## config.mk

```make
export PLATFORM = sky130hd
export DESIGN_NAME = timekeeper
export DESIGN_NICKNAME = d
export VERILOG_FILES = /design/src/logic/radio_pkg.sv /design/src/logic/timekeeper.sv
export SDC_FILE = /design/constraint.sdc
export NUM_CORES = 1
export LEC_CHECK = 0
export BUFFER_PORTS_ARGS = -buffer_cell sky130_fd_sc_hd__buf_2
export CAP_MARGIN = 30
export CORE_MARGIN = 4
export CORE_UTILIZATION = 55
export DETAILED_ROUTE_END_ITERATION = 7
export MAX_ROUTING_LAYER = met4
export PLACE_DENSITY = 0.8
export SETUP_SLACK_MARGIN = 0.02
export SLEW_MARGIN = 20
export SYNTH_ARGS = -nofsm -noshare
export SYNTH_HDL_FRONTEND = slang
export SYNTH_SLANG_ARGS = --single-unit
export TNS_END_PERCENT = 50
```

## constraint.sdc

```tcl
create_clock -name ce_clk -period 4.1 [get_ports ce_clk]
set_input_delay 0.615 -clock ce_clk [delete_from_list [all_inputs] [get_ports ce_clk]]
set_output_delay 0.615 -clock ce_clk [all_outputs]
set_load 0.005 [all_outputs]
```

## src/logic/radio_pkg.sv

```systemverilog
//////////////////////////////
// Radio core package: data widths,
// settings and readback addresses, defaults
//////////////////////////////
`default_nettype none

package radio_pkg;

  //////////////////////////////
  // Widths
  //////////////////////////////
  typedef logic [31:0] sample_t;
  typedef logic [63:0] vita_time_t;
  typedef logic [7:0]  set_addr_t;
  typedef logic [31:0] set_data_t;
  typedef logic [63:0] rb_data_t;
  typedef logic [63:0] pkt_word_t;
  // Samples per packet, up to 64
  typedef logic [6:0]  spp_t;

  //////////////////////////////
  // Settings registers
  //////////////////////////////
  localparam set_addr_t SR_TIME_HI   = 8'h00;
  localparam set_addr_t SR_TIME_LO   = 8'h01;
  // Bit 0 loads now, bit 1 arms load at next PPS
  localparam set_addr_t SR_TIME_CTRL = 8'h02;
  localparam set_addr_t SR_RX_CTRL   = 8'h10;
  localparam set_addr_t SR_RX_SPP    = 8'h11;

  //////////////////////////////
  // Readback addresses
  //////////////////////////////
  localparam set_addr_t RB_VITA_TIME    = 8'h00;
  localparam set_addr_t RB_VITA_LASTPPS = 8'h01;
  // Overflow count in [31:0], run in [32]
  localparam set_addr_t RB_RX_STATUS    = 8'h02;
  localparam set_addr_t RB_COMPAT_NUM   = 8'h03;

  // Samples per packet out of reset
  localparam spp_t SPP_DEFAULT = 7'd16;

endpackage

`default_nettype wire
```

## src/logic/timekeeper.sv

```systemverilog
//////////////////////////////
// Timekeeper: sample-count time, immediate
// or PPS-aligned load, last PPS latch
//////////////////////////////
`default_nettype none

module timekeeper
  import radio_pkg::*;
(
  input  wire             ce_clk,
  input  wire             i_rst,
  input  wire             i_pps,
  input  wire             i_rx_stb,
  input  wire             i_set_stb,
  input  wire set_addr_t  i_set_addr,
  input  wire set_data_t  i_set_data,
  output vita_time_t      o_vita_time,
  output vita_time_t      o_vita_time_lastpps
);

  set_data_t  time_hi;
  set_data_t  time_lo;
  vita_time_t pending_time;
  logic       pps_armed;
  logic [1:0] pps_d;
  logic       pps_edge;
  logic       ctrl_stb;
  logic       load_now;
  logic       load_pps;

  assign pending_time = {time_hi, time_lo};
  // Edge seen one cycle after the input rises
  assign pps_edge = pps_d[0] & ~pps_d[1];
  assign ctrl_stb = i_set_stb && (i_set_addr == SR_TIME_CTRL);
  assign load_now = ctrl_stb && i_set_data[0];
  assign load_pps = pps_edge && pps_armed;

  // Pending time halves
  always_ff @(posedge ce_clk) begin
    if (i_set_stb && (i_set_addr == SR_TIME_HI)) time_hi <= i_set_data;
    if (i_set_stb && (i_set_addr == SR_TIME_LO)) time_lo <= i_set_data;
  end

  always_ff @(posedge ce_clk) begin
    if (i_rst) begin
      pps_d               <= 2'b00;
      pps_armed           <= 1'b0;
      o_vita_time         <= '0;
      o_vita_time_lastpps <= '0;
    end else begin
      pps_d <= {pps_d[0], i_pps};
      if (load_pps) pps_armed <= 1'b0;
      // A new arm request wins over the clear
      if (ctrl_stb) pps_armed <= i_set_data[1];

      if (load_now || load_pps) o_vita_time <= pending_time;
      else if (i_rx_stb)        o_vita_time <= o_vita_time + 64'd1;

      if (pps_edge) o_vita_time_lastpps <= load_pps ? pending_time : o_vita_time;
    end
  end

endmodule

`default_nettype wire

```

==> results.json <==
{
  "comb_power_share_pct": 5.5,
  "synth_top_family_by_area": "simple AND/OR/NAND/NOR gates",
  "overflow": 0,
  "yosysMostFrequentCell": "dfxtp_1",
  "synth_warnings": 0,
  "cpPeakStageDelay_ns": 0.64,
  "cp-startpoint": "o_vita_time[0]$_SDFFE_PP0P_",
  "synth_top_area_share_pct": 30.8,
  "skew_ns": 0.0124,
  "async_reset_ff_share_pct": 0,
  "dr.pass1.iters": 5,
  "synthAdderAreaFrac_pct": 0.147,
  "setup_violations": 0,
  "hpwl_um": 17400,
  "ios": 173,
  "leakage_nw": 3.66,
  "root_buffer": "clkbuf_16",
  "grt_pass1_vias": 6635,
  "path_clk_slew_ns": 0.07,
  "cpMaxStageDelayCell": "or4_1",
  "max-slew-margin-rel_pct": 46.3,
  "syn-num-nets": 869,
  "intPower_mw": 2.98,
  "seq_area_frac_synth_pct": 53.4,
  "cap_violations": 0,
  "synth_area_per_cell_um2": 10.3,
  "rsz0062_at_grt": "no",
  "synth_area_mm2": 0.00852,
  "die_y_um": 132,
  "power.total_mw": 3.91,
  "nets": 1014,
  "ctsLongestPathBuffers": 2,
  "finalHoldViolCount": 0,
  "pre_cts_ws_ns": 1.25,
  "wire_per_inst_um": 20.3,
  "yosysTopAreaCell": "dfxtp_1",
  "hold_buffers": 0,
  "die-area_mm2": 0.0175,
  "vdd_drop_max_mv": 0.279,
  "die_x_um": 132,
  "cp_max_fo": 14,
  "drive_gt1_share_pct": 24.3,
  "cts_tree": "done",
  "r2r-start": "o_vita_time[0]$_SDFFE_PP0P_",
  "fin_crit_ns": 2.79,
  "p_sw_share_pct": 23.7,
  "synthMuxAreaShare_pct": 7.64,
  "area_growth_pct": 18.5,
  "cp_data_required_time_ns": 4.46,
  "start_util_pct": 56.0,
  "netlist_top_cells_area": "dfxtp_1 31%, edfxtp_1 23%, a211oi_1 7.8%",
  "ys_top_cells_by_count": "131 x dfxtp_1, 103 x nor2_1, 88 x a211oi_1",
  "power_density_mw_per_mm2": 387,
  "seqPwrFrac_pct": 52.9,
  "p_clk_share_pct": 41.6,
  "post-route-drc-count": 0,
  "cts.htree.levels": 4,
  "grt_max_degree": 70,
  "hp-start": "i_set_data[17]",
  "p_sw_mw": 0.925,
  "yosys_most_used_dff": "dfxtp_1",
  "gp_congestion": 0.922,
  "dr_total_vias": 7222,
  "cp.arrival_ns": 3.15,
  "worst_hold_path.num_cells": 1,
  "cts_resized": 0,
  "routed_wl_um": 23800,
  "yosysUniqueCellTypes": 48,
  "setup_tns_ns": 0,
  "crit_type": "flip-flop to flip-flop",
  "cts-buffers-inserted": 17,
  "core_region_area_mm2": 0.0152,
  "cp-start-kind": "flip-flop",
  "antenna_found_initial": 0,
  "ys_ff_latch": 195,
  "dp.cells": 1137,
  "layout_worst_path_cycle_share_pct": 68.0,
  "syn_inst": 823,
  "antenna_left": 0,
  "yosys.area_share.simple_pct": 17.2,
  "maxSlewViolCount": 0,
  "utilization_pct": 66.4,
  "crit_chain": "ha_1, nand4_2, nor4_4, buf_4, nand4_1, or4_1, a31oi_1",
  "grt_pass1_wl_um": 37100,
  "viasPerCell": 6.18,
  "min_path_type": "input pin to flip-flop",
  "synth-edff-count": 64,
  "post_cts_buffers": 0,
  "dr.first_iter.drc_count": 584,
  "status": "completed",
  "achievable-frequency_mhz": 359,
  "synth_compound_area_share_pct": 14.2,
  "track_usage_pct": 27.6,
  "stdcell_count": 1169,
  "setup_ws_ns": 1.31,
  "rows": 45,
  "portBuffers": 172,
  "diodes": 0,
  "clock_latency_ns": 0.44,
  "reg2reg_depth": 7,
  "end_kind": "flip-flop",
  "worst_pin_slew_ns": 0.795,
  "synthXorXnorAreaFrac_pct": 4.42,
  "cts.sinks": 195
}
==> per-stage QoR <==
| stage | area [um2] | hold WS (ns) |
|---|---|---|
| after floorplan | 8520 | 0.445 |
| after global placement | 9520 | 0.469 |
| after detailed placement | 9520 | 0.485 |
| after CTS | 10100 | 0.374 |
| after global routing | 10100 | 0.374 |
| final | 10100 | 0.383 |
==> kinds of logic (layout without fill, tap and decap cells) <==
group,Yosys count,count (layout)
flip-flops,195,195
adder cells (fa/ha/maj),1,1
AND/OR/NAND/NOR,270,270
XOR/XNOR,43,43
buffers and inverters,67,225
AO/OA/AOI/OAI,182,182
multiplexers,65,65
==> registers in the layout (all words and copies together) (netlist names) <==
signal,cells
o_vita_time_lastpps,64
time_lo,32
pps_armed,1
o_vita_time,64
time_hi,32
pps_d,2
==> final timing paths <==
kind | slack [ns] | to
setup / recovery | 1.31 | o_vita_time[58]$_SDFFE_PP0P_
hold / removal | 0.38 | time_hi[17]$_DFFE_PP_
setup reg to reg | 1.31 | o_vita_time[58]$_SDFFE_PP0P_
hold reg to reg | 0.49 | pps_d[1]$_SDFF_PP0_
==> cell type report <==
type,instances,area (um2)
sequential,195,4550
clock buffer,17,425
multi-input combinational,561,3750
clock inverter,15,145
tap,188,235
inverter,8,30.0
fill,1250,5110
timing repair buffer,185,961
==> layout by cell type, fill, tap and decap left out, drive strengths merged, types with 16 or more instances in the layout <==
cell,synthesis,final
dfxtp,131,131
xor2,30,30
nand2,27,27
a31oi,16,16
clkbuf,43,17
buf,16,185
a211oi,88,88
nor3,20,20
edfxtp,64,64
nor2,103,103
mux2i,65,65
nand3,27,27
nand4,38,38
a21oi,20,20
o21ai,43,43
==> power groups by stage <==
stage	Combinational, mW	Sequential, mW	Clock [mW]
6_report	0.214	2.07	1.62
5_1_grt	0.237	2.07	1.72
4_1_cts	0.216	2.07	1.63
3_5_place_dp	0.215	2.11	0
3_3_place_gp	0.211	2.11	0
2_1_floorplan	0.106	2.11	0
==> worst max-delay path, delay by kind of cell (launching register included) <==
kind	cells	cell delay, ns
and+or+nand+nor	4	1.59
DFF	1	0.46
buffers and inverters	1	0.25
adders and majority gates	1	0.23
AOI/OAI and AO/OA	1	0.17
==> layer usage <==
metal  GRT usage [%]  share of wire (%)  vias up
li1                -                  -     3400
met4            10.9                3.6        0
met3            5.44                8.7       47
met1            37.1                 42     3446
met2            41.3                 45      329
met5               -                  0        -
Power figures use the tool's default switching activity.
