**src/logic/radio_pkg.sv**
```systemverilog
//////////////////////////////
// Radio core package: data widths,
// settings and readback addresses, defaults
//////////////////////////////
`default_nettype none

package radio_pkg;

  //////////////////////////////
  // Widths
  //////////////////////////////
  typedef logic [31:0] sample_t;
  typedef logic [63:0] vita_time_t;
  typedef logic [7:0]  set_addr_t;
  typedef logic [31:0] set_data_t;
  typedef logic [63:0] rb_data_t;
  typedef logic [63:0] pkt_word_t;
  // Samples per packet, up to 64
  typedef logic [6:0]  spp_t;

  //////////////////////////////
  // Settings registers
  //////////////////////////////
  localparam set_addr_t SR_TIME_HI   = 8'h00;
  localparam set_addr_t SR_TIME_LO   = 8'h01;
  // Bit 0 loads now, bit 1 arms load at next PPS
  localparam set_addr_t SR_TIME_CTRL = 8'h02;
  localparam set_addr_t SR_RX_CTRL   = 8'h10;
  localparam set_addr_t SR_RX_SPP    = 8'h11;

  //////////////////////////////
  // Readback addresses
  //////////////////////////////
  localparam set_addr_t RB_VITA_TIME    = 8'h00;
  localparam set_addr_t RB_VITA_LASTPPS = 8'h01;
  // Overflow count in [31:0], run in [32]
  localparam set_addr_t RB_RX_STATUS    = 8'h02;
  localparam set_addr_t RB_COMPAT_NUM   = 8'h03;

  // Samples per packet out of reset
  localparam spp_t SPP_DEFAULT = 7'd16;

endpackage

`default_nettype wire
```
**src/logic/settings_port.sv**
```systemverilog
//////////////////////////////
// Host control port: four-phase handshake,
// settings strobe and readback mux
//////////////////////////////
`default_nettype none

module settings_port
  import radio_pkg::*;
#(
  parameter logic [31:0] COMPAT_MAJOR = 32'h1,
  parameter logic [31:0] COMPAT_MINOR = 32'h0
) (
  input  wire             ce_clk,
  input  wire             i_rst,
  // Host side
  input  wire             i_set_req,
  input  wire             i_set_wr,
  input  wire set_addr_t  i_set_addr,
  input  wire set_data_t  i_set_data,
  output logic            o_set_ack,
  output rb_data_t        o_rb_data,
  // Readback sources
  input  wire vita_time_t i_vita_time,
  input  wire vita_time_t i_vita_time_lastpps,
  input  wire [31:0]      i_overflow_cnt,
  input  wire             i_running,
  // Internal settings bus
  output logic            o_set_stb,
  output set_addr_t       o_set_addr,
  output set_data_t       o_set_data
);

  typedef enum logic [1:0] {ST_IDLE, ST_ACT, ST_ACK, ST_RELEASE} state_t;

  state_t   state;
  rb_data_t rb_word;

  // Readback mux
  always_comb begin
    case (i_set_addr)
      RB_VITA_TIME:    rb_word = i_vita_time;
      RB_VITA_LASTPPS: rb_word = i_vita_time_lastpps;
      RB_RX_STATUS:    rb_word = {31'd0, i_running, i_overflow_cnt};
      RB_COMPAT_NUM:   rb_word = {COMPAT_MAJOR, COMPAT_MINOR};
      default:         rb_word = '0;
    endcase
  end

  //////////////////////////////
  // Handshake FSM
  //////////////////////////////
  always_ff @(posedge ce_clk) begin
    // Strobe lasts a single cycle
    o_set_stb <= 1'b0;
    if (i_rst) begin
      state     <= ST_IDLE;
      o_set_ack <= 1'b0;
    end else begin
      case (state)
        ST_IDLE: begin
          if (i_set_req) state <= ST_ACT;
        end
        ST_ACT: begin
          o_set_ack <= 1'b1;
          o_set_stb <= i_set_wr;
          state     <= ST_ACK;
        end
        ST_ACK: begin
          if (!i_set_req) begin
            o_set_ack <= 1'b0;
            state     <= ST_RELEASE;
          end
        end
        default: state <= ST_IDLE;
      endcase
    end
  end

  // Capture request and readback in the act cycle
  always_ff @(posedge ce_clk) begin
    if (state == ST_ACT) begin
      o_set_addr <= i_set_addr;
      o_set_data <= i_set_data;
      o_rb_data  <= i_set_wr ? '0 : rb_word;
    end
  end

endmodule

`default_nettype wire

```
**config.mk**
```make
export PLATFORM = sky130hd
export DESIGN_NAME = settings_port
export DESIGN_NICKNAME = d
export VERILOG_FILES = /design/src/logic/radio_pkg.sv /design/src/logic/settings_port.sv
export SDC_FILE = /design/constraint.sdc
export NUM_CORES = 1
export LEC_CHECK = 0
export ABC_AREA = 0
export BUFFER_PORTS_ARGS = -buffer_cell sky130_fd_sc_hd__clkbuf_2
export CORE_AREA = 2 2 121 123
export CTS_CLUSTER_DIAMETER = 30
export DETAILED_ROUTE_END_ITERATION = 16
export DIE_AREA = 0 0 123 125
export PLACE_DENSITY = 0.67
export RECOVER_POWER = 25
export SYNTH_ARGS = -nofsm -noshare
export SYNTH_HDL_FRONTEND = slang
export SYNTH_SLANG_ARGS = --single-unit
export TNS_END_PERCENT = 100
```
**constraint.sdc**
```tcl
create_clock -name ce_clk -period 8.2 [get_ports ce_clk]
set_input_delay 2.46 -clock ce_clk [delete_from_list [all_inputs] [get_ports ce_clk]]
set_output_delay 2.46 -clock ce_clk [all_outputs]
set_load 0.01 [all_outputs]
```
==> results of run 1 <==
path summary, 6_finish.rpt:
path	from	to	slack [ns]
worst max-delay path	state[1]$_SDFFE_PP0P_	o_rb_data[63]$_SDFFCE_PP0P_	3.31
worst max register to register	state[1]$_SDFFE_PP0P_	o_rb_data[63]$_SDFFCE_PP0P_	3.31
worst min-delay path	o_set_ack$_SDFFE_PP0P_	o_set_ack$_SDFFE_PP0P_	0.48
worst min register to register	o_set_ack$_SDFFE_PP0P_	o_set_ack$_SDFFE_PP0P_	0.48
tightest hold or removal path: cells and delay by family (launching register included):
family / cells / cell delay (ns)
flip-flops: 1 / 0.31
AO/OA/AOI/OAI: 2 / 0.13
area by class of cell:
| class | count | area share |
|---|---|---|
| timing repair buffer | 313 | 0.235 |
| clock buffer | 9 | 0.0337 |
| multi-input combinational | 214 | 0.209 |
| tap | 184 | 0.0344 |
| clock inverter | 7 | 0.00767 |
| inverter | 3 | 0.00168 |
| sequential | 108 | 0.479 |
report_power, final:
part / internal, W / switching, W / total [W]
sequential: 0.000838 / 0.0000509 / 0.000889
clock: 0.000208 / 0.000196 / 0.000404
combinational: 0.000171 / 0.000288 / 0.000459
metrics by stage:
stage               setup slack [ns]   util  instances
finish                          3.31  0.471        838
global route                    2.76  0.471        838
CTS                             4.10  0.472        838
detailed placement              3.73  0.453        822
global placement                3.73  0.453        822
floorplan                       4.81      -        345
metal layers:
metal | GRT usage | share of wire | vias up
li1 | - | - | 1844
met4 | 0.0648 | 0.021 | 0
met3 | 0.0397 | 0.091 | 17
met5 | 0 | 0 | -
met2 | 0.279 | 0.51 | 195
met1 | 0.174 | 0.38 | 1759
cell families (layout without fill, tap and decap cells):
kind of cell / count (synthesis) / after routing / synth area share
AND/OR/NAND/NOR: 110 / 110 / 0.110
AO/OA/AOI/OAI: 36 / 36 / 0.0385
buffers and inverters: 23 / 332 / 0.0309
adder cells (fa/ha/maj): 3 / 3 / 0.00791
flip-flops: 108 / 108 / 0.675
multiplexers: 65 / 65 / 0.137
cell usage in the layout, fill, tap and decap left out:
| cell | synthesis | final |
|---|---|---|
| sky130_fd_sc_hd__nor4_2 | 1 | 1 |
| sky130_fd_sc_hd__a21oi_1 | 34 | 34 |
| sky130_fd_sc_hd__or2_2 | 5 | 5 |
| sky130_fd_sc_hd__o21ai_0 | 1 | 1 |
| sky130_fd_sc_hd__dfxtp_1 | 4 | 4 |
| sky130_fd_sc_hd__and3b_1 | 1 | 1 |
| sky130_fd_sc_hd__nor2_1 | 33 | 33 |
| sky130_fd_sc_hd__buf_4 | 3 | 3 |
| sky130_fd_sc_hd__nand2b_1 | 1 | 1 |
| sky130_fd_sc_hd__nor2b_1 | 3 | 2 |
| sky130_fd_sc_hd__edfxtp_1 | 104 | 104 |
| sky130_fd_sc_hd__clkinv_2 | 0 | 1 |
| sky130_fd_sc_hd__clkbuf_16 | 0 | 9 |
| sky130_fd_sc_hd__nand2_1 | 35 | 35 |
| sky130_fd_sc_hd__inv_6 | 0 | 1 |
| sky130_fd_sc_hd__nor2b_2 | 0 | 1 |
| sky130_fd_sc_hd__inv_1 | 3 | 3 |
| sky130_fd_sc_hd__or2_1 | 25 | 25 |
| sky130_fd_sc_hd__or2_0 | 2 | 2 |
| sky130_fd_sc_hd__clkbuf_1 | 7 | 1 |
| sky130_fd_sc_hd__clkinv_1 | 0 | 1 |
| sky130_fd_sc_hd__mux2i_1 | 65 | 65 |
| sky130_fd_sc_hd__ha_1 | 3 | 3 |
| sky130_fd_sc_hd__nor3_1 | 3 | 3 |
| sky130_fd_sc_hd__a211oi_1 | 1 | 1 |
| sky130_fd_sc_hd__clkbuf_2 | 1 | 309 |
| sky130_fd_sc_hd__inv_8 | 0 | 1 |
| sky130_fd_sc_hd__clkinvlp_4 | 0 | 3 |
| sky130_fd_sc_hd__nand3b_1 | 1 | 1 |
state kept, by name (all words and copies together), names as in the netlist:
register,cells
o_rb_data,64
o_set_data,32
o_set_addr,8
state,2
o_set_ack,1
o_set_stb,1
==> results.sh, run 1 <==
export IMPL_detailedRoute_firstPassIterationCount=4
export IMPL_failing_checks="max-capacitance violations, max-slew violations"
export IMPL_drt_iter0_markers=177
export IMPL_critical_path_class="flip-flop to flip-flop"
export IMPL_synthFlopType="sky130_fd_sc_hd__edfxtp_1"
export IMPL_synthesis_area_per_instance_um2=13.8
export IMPL_core_area_mm2=0.0142
export IMPL_setup_tns_final_ns=0
export IMPL_min_period_ns=4.89
export IMPL_pin_count=311
export IMPL_clk_transition_reported_paths_ns=0.07
export IMPL_area_growth_from_synthesis_to_layout_pct=41.0
export IMPL_report_final_hold_viol_count=0
export IMPL_seqCellArea_mm2=0.00320
export IMPL_drtAntennaViolNets=0
export IMPL_antenna_diode_count=0
export IMPL_detail_route_wl_per_cell_um=15.1
export IMPL_deepest_level_of_the_cts_h_tree=3
export IMPL_vias=3815
export IMPL_i_o_buffers=310
export IMPL_cts_root_buffer_type="sky130_fd_sc_hd__clkbuf_16"
export IMPL_worst_hold_path_type="flip-flop to flip-flop"
export IMPL_timing_max_transition_violations_final=109
export IMPL_min_period_over_period=0.597
export IMPL_fin_hold_ws_ns=0.478
export IMPL_pin_count_of_the_biggest_net_entering_global_routing=71
export IMPL_hold_path_depth=2
export IMPL_cts_tree="yes"
export IMPL_clkSinkCount=108
export IMPL_tritoncts_num_buffers=9
export IMPL_grt_remaining_overflow=0
export IMPL_worstPathRequired_ns=8.07
export IMPL_critPathCaptureType="flip-flop"
export IMPL_path_max_fanout=70
export IMPL_worst_path_stages=3
export IMPL_cap_violations=2
export IMPL_power_ir_vdd_worst_v=0.000109
export IMPL_netlist_top_cell_by_area="sky130_fd_sc_hd__edfxtp_1"
export IMPL_synth_top_cells_by_area="sky130_fd_sc_hd__edfxtp_1 (66%), sky130_fd_sc_hd__mux2i_1 (14%), sky130_fd_sc_hd__a21oi_1 (3.6%)"
export IMPL_critical_path_top_delay_family="buffers and inverters"
export IMPL_first_global_vias=3728
export IMPL_cp_buffers_inverters=2
export IMPL_netlist_area_mm2=0.00474
export IMPL_cp_arrival_ns=4.76
export IMPL_grt_first_pass_wirelength_um=18300
export IMPL_yosys_cell_count_top_type="sky130_fd_sc_hd__edfxtp_1"
export IMPL_slowest_stage_delay_cp_ns=2.67
export IMPL_grtUsageTotal=0.156
export IMPL_critPathLaunchType="flip-flop"
export IMPL_dp_final_hpwl_um=9850
export IMPL_post_route_cell_area_mm2=0.00669
export IMPL_layout_nets=857
export IMPL_floorplan_initialDensity=0.334
export IMPL_post_cts_resized_instances=0
export IMPL_cts_root_to_sink_buffers=2
export IMPL_drt_total_wl_um=12700
export IMPL_worst_slew_pin_slew_ns=3.70
export IMPL_worst_path_max_delay_cell="sky130_fd_sc_hd__clkbuf_1"
export IMPL_final_layout_size_suffix_gt1_frac=0.511
export IMPL_outcome="finished, violations left"
export IMPL_finalClockSkew_ns=0.00893
export IMPL_async_reset_ff_frac=0
export IMPL_yosys_area_top_type_share=0.658
export IMPL_reg2reg_depth=3
export IMPL_die_w_um=123
export IMPL_power_total_w=0.00175
export IMPL_drc=0
export IMPL_placedInstanceArea_mm2=0.00643
export IMPL_max_clock_freq_mhz=204
export IMPL_tightest_slew_margin_relative_to_the_limit=-1.47
export IMPL_vias_per_cell=4.55
export IMPL_dieHeight_um=125
export IMPL_antenna_found_initial=0
export IMPL_yosys_cell_types_count=25
export IMPL_post_cts_setup_buffer_count=0
export IMPL_layout_filler_cell_count=1328
export IMPL_post_synth_inst_count=345
export IMPL_globalplace_congestion=0.784
export IMPL_part_of_the_yosys_area_used_for_sequential_elements=0.675
export IMPL_total_leakage_power_nw=3.08
export IMPL_holdBufCountCts=0
export IMPL_multi_input_comb_area_mm2=0.00140
export IMPL_yosysWarningCount=0
export IMPL_synth_top_cells_by_count="sky130_fd_sc_hd__edfxtp_1 (104), sky130_fd_sc_hd__mux2i_1 (65), sky130_fd_sc_hd__nand2_1 (35), sky130_fd_sc_hd__a21oi_1 (34), sky130_fd_sc_hd__nor2_1 (33)"
export IMPL_clock_latency_reported_for_the_late_side_of_the_worst_skew_pair_ns=0.35
export IMPL_die_area_mm2=0.0154
export IMPL_rsz0062_at_grt="no"
export IMPL_fp_row_count=44
export IMPL_ys_seq_elements=108
export IMPL_synth_enable_flop_cells=104
export IMPL_setup_viol=0
export IMPL_synth_net_count=553
export IMPL_critical_path_cell_chain="inv_1 -> ha_1 -> clkbuf_1"
export IMPL_p_per_area_mw_per_mm2=262
Power figures use the tool's default switching activity.
==> run 2: changes to the inputs <==
--- a/config.mk
+++ b/config.mk
@@ -7,11 +7,11 @@
 export LEC_CHECK = 0
 export ABC_AREA = 0
 export BUFFER_PORTS_ARGS = -buffer_cell sky130_fd_sc_hd__clkbuf_2
-export CORE_AREA = 2 2 121 123
+export CORE_AREA = 2 2 122 124
 export CTS_CLUSTER_DIAMETER = 30
 export DETAILED_ROUTE_END_ITERATION = 16
-export DIE_AREA = 0 0 123 125
-export PLACE_DENSITY = 0.67
+export DIE_AREA = 0 0 124 126
+export PLACE_DENSITY = 0.68
 export RECOVER_POWER = 25
 export SYNTH_ARGS = -nofsm -noshare
 export SYNTH_HDL_FRONTEND = slang
==> constraint.sdc (replaced) <==
create_clock -name ce_clk -period 3.99 [get_ports ce_clk]
set_input_delay 1.197 -clock ce_clk [delete_from_list [all_inputs] [get_ports ce_clk]]
set_output_delay 1.197 -clock ce_clk [all_outputs]
set_load 0.01 [all_outputs]
==> run 2 against run 1 <==
  * The flow now finishes without violations
  * Sequential power rose by 100%
  * Sequential share of layout area is 0.40 points lower
  * Utilization about the same
  * Flip-flop and latch count stayed put
  * First-iteration DRC count rose by 2.3%
  * Critical path type is now input port to flip-flop
==> results.sh, run 2 (synthesized netlist as in run 1, its figures left out) <==
export IMPL_i_o_buffers=310
export IMPL_total_leakage_power_nw=3.10
export IMPL_setup_viol=0
export IMPL_holdBufCountCts=0
export IMPL_tightest_slew_margin_relative_to_the_limit=0.256
export IMPL_path_max_fanout=33
export IMPL_tritoncts_num_buffers=9
export IMPL_clock_latency_reported_for_the_late_side_of_the_worst_skew_pair_ns=0.34
export IMPL_drc=0
export IMPL_pin_count=311
export IMPL_critical_path_class="input port to flip-flop"
export IMPL_post_cts_resized_instances=0
export IMPL_layout_nets=859
export IMPL_largest_register_ffs=64
export IMPL_placedInstanceArea_mm2=0.00646
export IMPL_critPathLaunchType="input port"
export IMPL_min_period_over_period=0.629
export IMPL_dieHeight_um=126
export IMPL_critPathCaptureType="flip-flop"
export IMPL_antenna_found_initial=0
export IMPL_p_sw_w=0.00110
export IMPL_setup_tns_final_ns=0
export IMPL_cts_tree="yes"
export IMPL_pin_count_of_the_biggest_net_entering_global_routing=60
export IMPL_min_period_ns=2.51
export IMPL_comb_power_share=0.266
export IMPL_top_register="o_rb_data"
export IMPL_post_route_cell_area_mm2=0.00675
export IMPL_leading_cell_types_in_the_layout_fill_and_taps_excluded="sky130_fd_sc_hd__clkbuf_2 (302), sky130_fd_sc_hd__edfxtp_1 (104), sky130_fd_sc_hd__mux2i_1 (65)"
export IMPL_core_area_mm2=0.0143
export IMPL_timing_max_transition_violations_final=0
export IMPL_clk_transition_reported_paths_ns=0.07
export IMPL_deepest_level_of_the_cts_h_tree=3
export IMPL_detailedRoute_firstPassIterationCount=4
export IMPL_rsz0062_at_grt="no"
export IMPL_cap_violations=0
export IMPL_dp_final_hpwl_um=9660
export IMPL_worstPathRequired_ns=4.15
export IMPL_worst_slew_pin_slew_ns=1.11
export IMPL_finalClockSkew_ns=0.0110
export IMPL_cts_root_buffer_type="sky130_fd_sc_hd__clkbuf_16"
export IMPL_final_layout_size_suffix_gt1_frac=0.505
export IMPL_internal_power_w=0.00255
export IMPL_vias_per_cell=4.50
export IMPL_max_clock_freq_mhz=398
export IMPL_cts_root_to_sink_buffers=2
export IMPL_sw_frac_of_total=0.302
export IMPL_power_ir_vdd_worst_v=0.000191
export IMPL_p_per_area_mw_per_mm2=541
export IMPL_drtAntennaViolNets=0
export IMPL_layout_filler_cell_count=1332
export IMPL_die_area_mm2=0.0156
export IMPL_worst_hold_path_type="flip-flop to flip-flop"
export IMPL_drt_total_wl_um=12300
export IMPL_outcome="finished, final reports clean"
export IMPL_antenna_diode_count=0
export IMPL_floorplan_initialDensity=0.331
export IMPL_globalplace_congestion=0.811
export IMPL_area_growth_from_synthesis_to_layout_pct=42.2
export IMPL_grt_first_pass_wirelength_um=17700
export IMPL_drt_iter0_markers=181
export IMPL_report_final_hold_viol_count=0
export IMPL_clkSinkCount=108
export IMPL_layout_cells_most_common="sky130_fd_sc_hd__clkbuf_2"
export IMPL_grt_remaining_overflow=0
export IMPL_power_clock_fraction=0.243
export IMPL_first_global_vias=3569
export IMPL_seq_power_share=0.490
export IMPL_fp_row_count=44
export IMPL_die_w_um=124
export IMPL_detail_route_wl_per_cell_um=14.7
export IMPL_post_cts_setup_buffer_count=0
export IMPL_cp_arrival_ns=2.67
export IMPL_layout_top_registers="o_rb_data x64, o_set_data x32, o_set_addr x8"
export IMPL_vias=3775
export IMPL_grtUsageTotal=0.151
## run 2: cell types whose count changed in the layout (fill, tap and decap cells not counted), moves of 2 or more
cell,change
sky130_fd_sc_hd__clkbuf_2,-7
sky130_fd_sc_hd__clkinv_4,+2
sky130_fd_sc_hd__buf_4,+2
sky130_fd_sc_hd__clkinvlp_4,-3
sky130_fd_sc_hd__clkbuf_1,+6
## run 2: layout make-up
type / instances / area [µm²] / area share
inverters: 3 / 11.3 / 0.00167
clock buffers: 9 / 225 / 0.0334
flip-flops and latches: 108 / 3200 / 0.475
clock inverters: 6 / 72.6 / 0.0108
multi-input cells: 214 / 1410 / 0.209
repair buffers: 315 / 1600 / 0.236
well taps: 184 / 230 / 0.0341
## run 2: through the flow
stage	setup slack, ns	std cells	hold WS, ns	power (W)	utilization
floorplan	0.656	345	0.487	0.00230	-
global placement	1.18	824	0.463	0.00279	0.451
detailed placement	1.14	824	0.476	0.00282	0.451
CTS	1.50	839	0.486	0.00372	0.472
global route	1.27	839	0.512	0.00386	0.471
finish	1.48	839	0.485	0.00365	0.471
## run 2: power groups by stage
| stage | Combinational [W] | Clock [W] | Sequential (W) |
|---|---|---|---|
| floorplan | 0.000280 | 0 | 0.00202 |
| global route | 0.00106 | 0.000970 | 0.00183 |
| global placement | 0.000979 | 0 | 0.00181 |
| CTS | 0.000998 | 0.000918 | 0.00180 |
| detailed placement | 0.000995 | 0 | 0.00182 |
| finish | 0.000972 | 0.000889 | 0.00179 |
## run 2: path summary, 6_finish.rpt
check / start / end / slack [ns] / cells after the start
worst min register to register: o_set_ack$_SDFFE_PP0P_ / o_set_ack$_SDFFE_PP0P_ / 0.49 / 2
worst max-delay path: i_set_addr[4] / o_rb_data[21]$_SDFFCE_PP0P_ / 1.48 / 4
worst min-delay path: o_set_ack$_SDFFE_PP0P_ / o_set_ack$_SDFFE_PP0P_ / 0.49 / 2
worst max register to register: state[1]$_SDFFE_PP0P_ / o_rb_data[58]$_SDFFCE_PP0P_ / 2.10 / 3
## run 2: critical path, stage by stage
cell	delay, ns
sky130_fd_sc_hd__clkbuf_1	0.10
sky130_fd_sc_hd__nor4_2	0.31
sky130_fd_sc_hd__nand2_1	0.67
sky130_fd_sc_hd__a21oi_1	0.38
## run 2: routing by layer
layer | vias to the layer above | track usage | wire length (µm)
met1 | 1708 | 0.166 | 4570
li1 | 1852 | - | -
met3 | 15 | 0.0358 | 1080
met4 | 0 | 0.0568 | 223
met5 | - | 0 | 0
met2 | 200 | 0.277 | 6450
