[config.mk]
export PLATFORM = sky130hd
export DESIGN_NAME = pkt_out_port
export DESIGN_NICKNAME = d
export VERILOG_FILES = /design/src/logic/radio_pkg.sv /design/src/logic/pkt_out_port.sv
export SDC_FILE = /design/constraint.sdc
export NUM_CORES = 1
export LEC_CHECK = 0
export BUFFER_PORTS_ARGS = -buffer_cell sky130_fd_sc_hd__buf_2
export CAP_MARGIN = 15
export CORE_MARGIN = 2
export CORE_UTILIZATION = 35
export DETAILED_ROUTE_END_ITERATION = 16
export PLACE_DENSITY = 0.74
export SLEW_MARGIN = 5
export SYNTH_ARGS = -nofsm -noshare
export SYNTH_HDL_FRONTEND = slang
export SYNTH_SLANG_ARGS = --single-unit
[constraint.sdc]
create_clock -name ce_clk -period 10.98 [get_ports ce_clk]
set_clock_uncertainty 0.15 [all_clocks]
set_input_delay 3.294 -clock ce_clk [delete_from_list [all_inputs] [get_ports ce_clk]]
set_output_delay 3.294 -clock ce_clk [all_outputs]
set_load 0.02 [all_outputs]
[src/logic/radio_pkg.sv]
//////////////////////////////
// Radio core package: data widths,
// settings and readback addresses, defaults
//////////////////////////////
`default_nettype none

package radio_pkg;

  //////////////////////////////
  // Widths
  //////////////////////////////
  typedef logic [31:0] sample_t;
  typedef logic [63:0] vita_time_t;
  typedef logic [7:0]  set_addr_t;
  typedef logic [31:0] set_data_t;
  typedef logic [63:0] rb_data_t;
  typedef logic [63:0] pkt_word_t;
  // Samples per packet, up to 64
  typedef logic [6:0]  spp_t;

  //////////////////////////////
  // Settings registers
  //////////////////////////////
  localparam set_addr_t SR_TIME_HI   = 8'h00;
  localparam set_addr_t SR_TIME_LO   = 8'h01;
  // Bit 0 loads now, bit 1 arms load at next PPS
  localparam set_addr_t SR_TIME_CTRL = 8'h02;
  localparam set_addr_t SR_RX_CTRL   = 8'h10;
  localparam set_addr_t SR_RX_SPP    = 8'h11;

  //////////////////////////////
  // Readback addresses
  //////////////////////////////
  localparam set_addr_t RB_VITA_TIME    = 8'h00;
  localparam set_addr_t RB_VITA_LASTPPS = 8'h01;
  // Overflow count in [31:0], run in [32]
  localparam set_addr_t RB_RX_STATUS    = 8'h02;
  localparam set_addr_t RB_COMPAT_NUM   = 8'h03;

  // Samples per packet out of reset
  localparam spp_t SPP_DEFAULT = 7'd16;

endpackage

`default_nettype wire
[src/logic/pkt_out_port.sv]
//////////////////////////////
// Packet output port: one buffered word
// per four-phase req/ack cycle
//////////////////////////////
`default_nettype none

module pkt_out_port
  import radio_pkg::*;
(
  input  wire             ce_clk,
  input  wire             i_rst,
  input  wire             i_buf_valid,
  input  wire pkt_word_t  i_buf_data,
  input  wire             i_buf_last,
  input  wire             i_pkt_ack,
  output logic            o_buf_pop,
  output logic            o_pkt_req,
  output pkt_word_t       o_pkt_data,
  output logic            o_pkt_last
);

  typedef enum logic [1:0] {ST_IDLE, ST_WAIT_ACK_HIGH, ST_WAIT_ACK_LOW} state_t;

  state_t state;

  // Take a word only once the previous handshake has fully closed
  assign o_buf_pop = (state == ST_IDLE) && i_buf_valid;

  always_ff @(posedge ce_clk) begin
    if (i_rst) begin
      state     <= ST_IDLE;
      o_pkt_req <= 1'b0;
    end else begin
      case (state)
        ST_IDLE: begin
          if (i_buf_valid) begin
            o_pkt_req <= 1'b1;
            state     <= ST_WAIT_ACK_HIGH;
          end
        end
        ST_WAIT_ACK_HIGH: begin
          if (i_pkt_ack) begin
            o_pkt_req <= 1'b0;
            state     <= ST_WAIT_ACK_LOW;
          end
        end
        ST_WAIT_ACK_LOW: begin
          if (!i_pkt_ack) state <= ST_IDLE;
        end
        default: state <= ST_IDLE;
      endcase
    end
  end

  // Data held until the next word is taken
  always_ff @(posedge ce_clk) begin
    if (o_buf_pop) begin
      o_pkt_data <= i_buf_data;
      o_pkt_last <= i_buf_last;
    end
  end

endmodule

`default_nettype wire

==> results of run 1 <==
[layout make-up]
| class | instances | area (um2) | area share, % |
|---|---|---|---|
| timing repair buffer | 136 | 683 | 21.8 |
| tap | 75 | 93.8 | 3.00 |
| clock buffer | 9 | 124 | 3.96 |
| sequential | 68 | 2010 | 64.3 |
| multi-input combinational | 10 | 86.3 | 2.76 |
| clock inverter | 7 | 124 | 3.96 |
| inverter | 1 | 3.75 | 0.120 |
[sequential cells by signal, summed over array words and instances (netlist names)]
signal and cells:
o_pkt_data 64, o_pkt_last 1, o_pkt_req 1, state 2
[per-stage QoR]
step	worst slack (ns)	hold WS, ns	util, %	total power (uW)
2_1_floorplan	1.21	0.292	-	349
3_3_place_gp	3.81	0.323	49.2	376
3_5_place_dp	3.79	0.323	49.2	378
4_1_cts	3.79	0.336	53.4	626
5_1_grt	3.78	0.376	53.4	639
6_report	3.79	0.340	53.4	617
[power groups by stage]
stage / Sequential (uW) / Clock, uW / Combinational, uW
2_1_floorplan: 340 / 0 / 8.74
3_3_place_gp: 316 / 0 / 60.7
3_5_place_dp: 316 / 0 / 61.9
4_1_cts: 311 / 253 / 62.0
5_1_grt: 312 / 261 / 65.7
6_report: 310 / 246 / 61.1
[cell usage in the layout (no fill, tap or decap)]
master | Yosys | layout
clkbuf_8 | 0 | 9
bufinv_16 | 0 | 3
nor2b_1 | 1 | 1
clkinvlp_4 | 0 | 1
dfxtp_1 | 3 | 3
and3b_1 | 1 | 1
inv_1 | 1 | 1
edfxtp_1 | 65 | 65
nor2_4 | 0 | 1
xnor2_1 | 1 | 1
buf_4 | 0 | 1
buf_2 | 0 | 135
clkinv_4 | 0 | 2
a2111oi_2 | 1 | 1
nand2b_2 | 1 | 1
inv_6 | 0 | 1
nand2b_1 | 2 | 2
nor3b_1 | 1 | 1
a211oi_1 | 1 | 1
[layer usage]
layer / wire, um / vias to the layer above
met3: 760 / 11
met2: 1940 / 89
met1: 1410 / 584
met4: 96 / 2
met5: 11 / -
li1: - / 606
[cell families after synthesis]
group | count (synthesis)
simple gates | 7
flops | 68
xor+xnor | 1
buf+inv | 1
compound gates | 2
[worst register-to-register path, delay by kind of cell, from the launching register on]
| kind | cells | cell delay (ns) |
|---|---|---|
| buffers and inverters | 1 | 0.63 |
| DFF | 1 | 0.34 |
| and+or+nand+nor | 2 | 0.32 |
[worst paths after layout]
path	start	endpoint	slack, ns
min reg2reg	state[1]	state[0]	0.34
max	i_buf_valid	o_buf_pop	3.79
max reg2reg	state[1]	o_pkt_data[20]	9.13
min	state[1]	state[0]	0.34
==> results by group, run 1 <==
Clock tree
  – CTS Root Cell: clkbuf_8
  – Post-CTS Setup Bufs: 0
  – TritonCTS clock tree: done
  – Longest Clk Path Bufs: 2
  – CTS Sinks: 68
  – PostCTS Resize Cnt: 0
  – H-tree depth: 3
  – Clock Latency Late Sink: 0.34 ns
  – Clock-pin transition on the worst setup and hold timing paths: 0.07 ns
  – Hold-fix buffers, CTS: 0
  – TritonCTS Buffers: 9

Layout
  – Layout fillers: 461
  – Fin nets: 295
  – Area delta synth->final: 49.3%
  – Layout cells sized above 1: 67.1%
  – Layout Cells excl Fill: 306
  – Final Cell Area: 0.00313 mm2
  – N_diodes: 0

Yosys
  – Netlist cell types: 12
  – Post-synthesis compound-gate area fraction: 1.08%
  – Cell accounting for the most synthesized area: edfxtp_1
  – Synth area leaders: edfxtp_1 93%, dfxtp_1 2.9%, a2111oi_2 0.72%
  – EDFF count, synth: 65
  – Primary FF master, synth: edfxtp_1
  – Mapped Area: 0.00209 mm2
  – Post-synthesis xor/xnor area fraction: 0.418%
  – Register bit count reported by yosys: 68
  – Sequential element share of the synthesized area: 96.1%
  – Post-synth top cells: 65 x edfxtp_1, 3 x dfxtp_1, 2 x nand2b_1
  – Net Count, Synth: 148
  – Yosys top cell area share: 93.2%
  – Main combinational cell family by area after synthesis: simple AND/OR/NAND/NOR gates
  – Top-count cell post-synth: edfxtp_1
  – Cells after Synth: 79
  – Mux contribution to synthesized area: 0%
  – Simple-gate portion of the synthesized area: 2.27%
  – Synth Area in Adders: 0%
  – Yosys warning count: 0
  – FFs w/ async S/R, synth: 0%
  – Mapped Avg Cell Area: 26.5 um2

Global route
  – Global-route wire length before repair: 5870 um
  – GRT busiest layer: met2
  – Initial antenna violation count: 1
  – M1 GR Usage: 12.1%
  – Largest net degree at the start of global routing: 66
  – Met3 usage: 11.2%
  – GR Util All Layers: 13.0%
  – Global route overflow: 0
  – Met2 usage: 18.5%
  – Number of global-route vias before repair: 1298

STA
  – Slew @ Worst Pin: 0.799 ns
  – Setup TNS: 0 ns
  – Final min period: 7.19 ns
  – Fin. Hold Viols: 0
  – Max-slew headroom: 46.8%
  – Slew Limit Fails: 0
  – Fin crit share: 65.5%
  – Setup Viol. Count Final: 0
  – Fmax: 0.139 GHz
  – RSZ-0062 raised after global routing: false

Critical path
  – CP Capture Type: output pin
  – Most used cell, CP: buf_2
  – WP data arrival: 3.74 ns
  – CP Depth: 4
  – Buf/Inv on CP: 2
  – Worst setup path class: primary input to output pin
  – Req. time, crit path: 7.54 ns
  – Max incr delay on CP: 0.17 ns
  – CP max FO: 2
  – Worst Reg-to-Reg Cells: 3
  – CP max-delay cell: buf_2
  – CP cell instances: buf_2 > nand2b_2 > nor2_4 > buf_2
  – Top cell family by delay on the critical path: buffers and inverters
  – Worst setup SP type: primary input

Hold path
  – Hold Path Depth: 1
  – Hold Path Class: register to register

Routing
  – Detail Route Antenna Nets: 0
  – Residual DRC: 0
  – Vias post-DR: 1292
  – WL final: 4220 um
  – Drt pass-1 iters: 4
  – Drt wl/cell: 13.8 um
  – Via/cell ratio: 4.22
  – Iteration-0 DRC Markers: 27

Placement
  – Area post-placement: 0.00288 mm2
  – Port bufs: 135
  – Gpl congestion: 0.713
  – Post-DP HPWL: 3080 um
  – Inst Count DP: 290

Die
  – FP Rows: 28
  – Full die area: 0.00662 mm2
  – Die W: 81.4 um
  – Starting Density: 35.8%
  – Die Y: 81.4 um
  – Core area: 0.00585 mm2
  – IO Pins: 136

Run status
  – Status: completed

Pwr
  – Switching share of total power: 22.3%
  – Pwr/cell area: 197 mW/mm2
  – Worst VDD drop: 0.000119 V
  – Net Switching: 138 uW
  – P_int: 479 uW
  – Comb pwr share: 9.9%
  – Leakage Power: 0.00133 uW
  – Share of power burned in the clock network: 39.8%
  – Seq pwr share: 50.3%

Flow run
  – Max cap viols: 0
Note: power is estimated with default switching activity, not from simulation.
==> inputs of run 2 (changes only) <==
Clock period 10.98 ns to 6.7 ns, I/O delays scaled along.
==> run 2 against run 1 <==
Utilization decreased by 0.56 points. Final cell count unchanged. Clock power increased by 44%. Final area decreased by 1.0%. Via count about the same. Combinational power increased by 64%. Critical endpoint unchanged. Largest power group unchanged. Highest routed layer is now met4.
==> results by group, run 2 (same netlist as run 1, synthesis figures left out) <==
Run status
  – Status: completed

Die
  – Full die area: 0.00662 mm2
  – Die W: 81.4 um
  – Core area: 0.00585 mm2
  – IO Pins: 136
  – Starting Density: 35.8%
  – FP Rows: 28
  – Die Y: 81.4 um

Placement
  – Post-DP HPWL: 3080 um
  – Gpl congestion: 0.648
  – Port bufs: 135
  – Area post-placement: 0.00288 mm2

Global route
  – Largest net degree at the start of global routing: 66
  – Number of global-route vias before repair: 1249
  – Initial antenna violation count: 0
  – GR Util All Layers: 13.0%
  – Global-route wire length before repair: 5870 um
  – Global route overflow: 0

Routing
  – Drt wl/cell: 13.6 um
  – WL final: 4170 um
  – Vias post-DR: 1291
  – Via/cell ratio: 4.22
  – Residual DRC: 0
  – Detail Route Antenna Nets: 0
  – Drt pass-1 iters: 4
  – Iteration-0 DRC Markers: 55

Hold path
  – Hold Path Class: register to register

Clock tree
  – Clock Latency Late Sink: 0.33 ns
  – CTS Sinks: 68
  – TritonCTS Buffers: 9
  – CTS Root Cell: clkbuf_8
  – TritonCTS clock tree: done
  – H-tree depth: 3
  – PostCTS Resize Cnt: 0
  – Hold-fix buffers, CTS: 0
  – Longest Clk Path Bufs: 2
  – Clock-pin transition on the worst setup and hold timing paths: 0.07 ns
  – Post-CTS Setup Bufs: 0

Layout
  – Regs by FF count: o_pkt_data: 64 flops, state: 2 flops
  – Largest Register: o_pkt_data
  – Layout cells sized above 1: 66.7%
  – Area delta synth->final: 47.7%
  – Largest register FFs: 64
  – Fin nets: 295
  – Final Cell Area: 0.00309 mm2
  – Commonest non-fill, non-tap cell in the layout: buf_2
  – N_diodes: 0
  – Most frequent cells in the layout: 135 x buf_2, 65 x edfxtp_1, 9 x clkbuf_8, 3 x dfxtp_1

STA
  – RSZ-0062 raised after global routing: false
  – Setup TNS: 0 ns
  – Slew @ Worst Pin: 0.792 ns
  – Final min period: 4.60 ns
  – Fin crit share: 68.7%
  – Max-slew headroom: 47.2%
  – Setup Viol. Count Final: 0
  – Slew Limit Fails: 0
  – Fmax: 0.217 GHz
  – Fin. Hold Viols: 0

Critical path
  – CP max-delay cell: buf_2
  – Max incr delay on CP: 0.16 ns
  – Most used cell, CP: buf_2
  – Worst setup SP type: primary input
  – Top cell family by delay on the critical path: buffers and inverters
  – Worst setup path class: primary input to output pin
  – CP Capture Type: output pin
  – Req. time, crit path: 4.54 ns
  – Buf/Inv on CP: 2
  – CP max FO: 2
  – WP data arrival: 2.44 ns
  – CP cell instances: buf_2 > nand2b_2 > nor2_4 > buf_2

Flow run
  – Max cap viols: 0

Pwr
  – Worst VDD drop: 0.000208 V
  – Leakage Power: 0.00132 uW
  – Pwr/cell area: 311 mW/mm2
==> run 2: cell count changes in the layout (fill, tap and decap cells not counted) <==
cell,previous run,this run
bufinv_16,3,2
clkinv_1,0,1
clkinv_2,0,2
clkinvlp_4,1,0
inv_6,1,0
==> run 2: final cells by class <==
class / instances / area (um2)
well taps: 75 / 93.8
multi-input cells: 10 / 86.3
clock buffers: 9 / 124
repair buffers: 136 / 683
fillers: 508 / 2760
inverters: 1 / 3.75
flip-flops and latches: 68 / 2010
clock inverters: 7 / 91.3
==> run 2: per-stage QoR <==
step	hold slack, ns	power [uW]	instances	util [%]	setup slack, ns
floorplan	0.292	571	79	-	0.640
global placement	0.326	617	290	49.2	2.11
detailed placement	0.330	620	290	49.2	2.10
CTS	0.344	979	306	52.9	2.09
global route	0.365	1000	306	52.9	2.07
finish	0.341	964	306	52.9	2.10
==> run 2: report_power, final <==
| part | internal, uW | switching (uW) | leakage [uW] |
|---|---|---|---|
| Clock | 208 | 147 | 0.000111 |
| Sequential | 502 | 7.64 | 0.000647 |
| Combinational | 35.0 | 64.9 | 0.000565 |
| Total | 745 | 219 | 0.00132 |
==> run 2: path summary, 6_finish.rpt <==
kind	to	startpoint	depth (start not counted)	slack, ns
setup reg to reg	o_pkt_data[46]	state[1]	3	4.86
hold / removal	o_pkt_req	o_pkt_req	2	0.34
setup / recovery	o_buf_pop	i_buf_valid	4	2.10
hold reg to reg	o_pkt_req	o_pkt_req	2	0.34
==> run 2: worst reg2reg max path, cell delays in order (launching register included) <==
cell and delay, ns:
dfxtp_1 0.34, nand2b_2 0.22, nor2_4 0.09, buf_4 0.62
==> run 2: layer usage <==
metal  track usage, %  wire [um]  vias to the layer above
met2             19.5       2150                       83
met4             8.14         70                        0
li1                 -          -                      608
met3             7.67        534                        8
met1             13.8       1410                      592
met5                0          0                        -
==> inputs of run 3 (changes only) <==
Settings changed: ABC_AREA set to 1.
Clock period 6.7 ns to 4.3 ns, I/O delays scaled along.
==> run 3 against run 2 <==
Register-to-register slack lost 2.4 ns. Sequential power up 55%. Combinational power rose by 52%. Power up 54%. Sequential share of layout area rose by 0.40 points. Non-clock buffer count stayed put. Critical endpoint unchanged. Clock power up 52%. Critical path type unchanged. Largest cell class unchanged. Area after synthesis fell by 0.18%. Final area decreased by 0.61%.
==> results by group, run 3 <==
Run status
  – Status: completed

Pwr
  – Total power draw: 1480 uW
  – Leakage Power: 0.00133 uW
  – Worst VDD drop: 0.000258 V
  – Pwr/cell area: 483 mW/mm2

STA
  – Fin. Hold Viols: 0
  – Final min period: 3.12 ns
  – RSZ-0062 raised after global routing: false
  – Setup TNS: 0 ns
  – Fin crit share: 72.6%
  – Slew @ Worst Pin: 0.779 ns
  – Setup Viol. Count Final: 0
  – Fmax: 0.320 GHz
  – Max-slew headroom: 48.1%
  – Slew Limit Fails: 0

Die
  – Starting Density: 35.7%
  – FP Rows: 28
  – Die W: 81.3 um
  – Die Y: 81.3 um
  – Full die area: 0.00661 mm2
  – IO Pins: 136
  – Core area: 0.00585 mm2

Yosys
  – Cell accounting for the most synthesized area: edfxtp_1
  – Mux contribution to synthesized area: 0%
  – Main combinational cell family by area after synthesis: simple AND/OR/NAND/NOR gates
  – Cells after Synth: 84
  – Netlist cell types: 11
  – Register bit count reported by yosys: 68
  – Yosys warning count: 0
  – Net Count, Synth: 153
  – Post-synthesis xor/xnor area fraction: 0%
  – Synth Area in Adders: 0%
  – Post-synthesis compound-gate area fraction: 1.02%
  – Post-synth top cells: 65 x edfxtp_1, 5 x inv_1, 3 x dfxtp_1, 3 x nand2_1, 2 x nand3_1
  – Mapped Area: 0.00209 mm2
  – EDFF count, synth: 65
  – Mapped Avg Cell Area: 24.9 um2
  – Sequential element share of the synthesized area: 96.2%
  – Synth area leaders: edfxtp_1 93%, dfxtp_1 2.9%, inv_1 0.90%
  – Primary FF master, synth: edfxtp_1
  – Yosys top cell area share: 93.4%
  – Simple-gate portion of the synthesized area: 1.86%
  – FFs w/ async S/R, synth: 0%
  – Top-count cell post-synth: edfxtp_1

Hold path
  – Hold EP: o_pkt_req
  – Hold Path Class: register to register
  – Hold Path Depth: 2
  – Hold Crit Start: o_pkt_req

Critical path
  – R2R setup slack: 2.49 ns
  – Worst setup path class: primary input to output pin
  – CP Capture Type: output pin
  – Worst setup SP type: primary input
  – CP max FO: 3
  – Req. time, crit path: 2.86 ns
  – FF-to-FF Start: state[1]
  – Worst Reg-to-Reg Cells: 4
  – WP data arrival: 1.68 ns
  – R2r endpoint: o_pkt_data[59]

Layout
  – Largest Register: o_pkt_data
  – Most frequent cells in the layout: 135 x buf_2, 65 x edfxtp_1, 9 x clkbuf_8, 4 x inv_1
  – Layout Cells excl Fill: 311
  – N_diodes: 0
  – Fin util: 52.6%
  – Layout cells sized above 1: 64.8%
  – Fin nets: 300
  – Area delta synth->final: 47.1%
  – Largest register FFs: 64
  – Regs by FF count: o_pkt_data: 64 flops, state: 2 flops
  – Commonest non-fill, non-tap cell in the layout: buf_2
  – Final Cell Area: 0.00308 mm2
  – Layout fillers: 487

Placement
  – Area post-placement: 0.00287 mm2
  – Post-DP HPWL: 3100 um
  – Port bufs: 135
  – Gpl congestion: 0.680
  – Inst Count DP: 295

Clock tree
  – Post-CTS Setup Bufs: 0
  – Longest Clk Path Bufs: 2
  – TritonCTS Buffers: 9
  – Hold-fix buffers, CTS: 0
  – CTS Sinks: 68
  – PostCTS Resize Cnt: 0
  – CTS Root Cell: clkbuf_8
  – Clock Latency Late Sink: 0.33 ns
  – Clock-pin transition on the worst setup and hold timing paths: 0.07 ns
  – TritonCTS clock tree: done
  – H-tree depth: 3

Routing
  – WL final: 4150 um
  – Iteration-0 DRC Markers: 31
  – Detail Route Antenna Nets: 0
  – Drt wl/cell: 13.3 um
  – Vias post-DR: 1271
  – Via/cell ratio: 4.09
  – Drt pass-1 iters: 4
  – Residual DRC: 0

Global route
  – GR Util All Layers: 13.2%
  – Global route overflow: 0
  – Number of global-route vias before repair: 1256
  – Initial antenna violation count: 0
  – Largest net degree at the start of global routing: 66
  – Global-route wire length before repair: 6030 um

Flow run
  – Max cap viols: 0
==> run 3: cell families after synthesis <==
family,Yosys count
flip-flops,68
buffers and inverters,5
AO/OA/AOI/OAI,3
AND/OR/NAND/NOR,8
==> run 3: report_power, final <==
part | internal, uW | total [uW] | switching (uW) | leakage, uW
registers | 780 | 791 | 10.9 | 0.000647
logic | 52.3 | 152 | 100 | 0.000577
clock network | 324 | 541 | 217 | 0.000101
==> run 3: metal layers <==
metal | GRT usage [%] | share of wire, % | vias up
met5 | 0 | 0 | -
met4 | 10.2 | 2.3 | 0
met3 | 5.33 | 12 | 9
met2 | 19.5 | 49 | 87
met1 | 15.4 | 37 | 559
li1 | - | - | 616
==> run 3: worst max path at each step <==
stage                start   endpoint  slack, ns
3_5_place_dp   i_buf_valid  o_buf_pop       1.18
4_1_cts        i_buf_valid  o_buf_pop       1.17
6_report       i_buf_valid  o_buf_pop       1.18
5_1_grt        i_buf_valid  o_buf_pop       1.15
2_1_floorplan  i_buf_valid  o_buf_pop       0.12
3_3_place_gp   i_buf_valid  o_buf_pop       1.19
==> run 3: area by class of cell <==
class,instances,area [um2],area share [%]
timing repair buffer,136,683,22.2
multi-input combinational,11,60.1,1.95
inverter,5,18.8,0.610
clock inverter,5,76.3,2.48
tap,75,93.8,3.05
clock buffer,11,131,4.27
sequential,68,2010,65.4
==> run 3: stage by stage <==
step                hold WS (ns)  setup WS [ns]
floorplan                  0.337          0.119
global placement           0.310           1.19
detailed placement         0.316           1.18
CTS                        0.331           1.17
global route               0.355           1.15
finish                     0.329           1.18
==> run 3: critical path, cell delays in order <==
cell and delay, ns:
buf_2 0.11, nand2_2 0.10, inv_2 0.04, buf_2 0.15
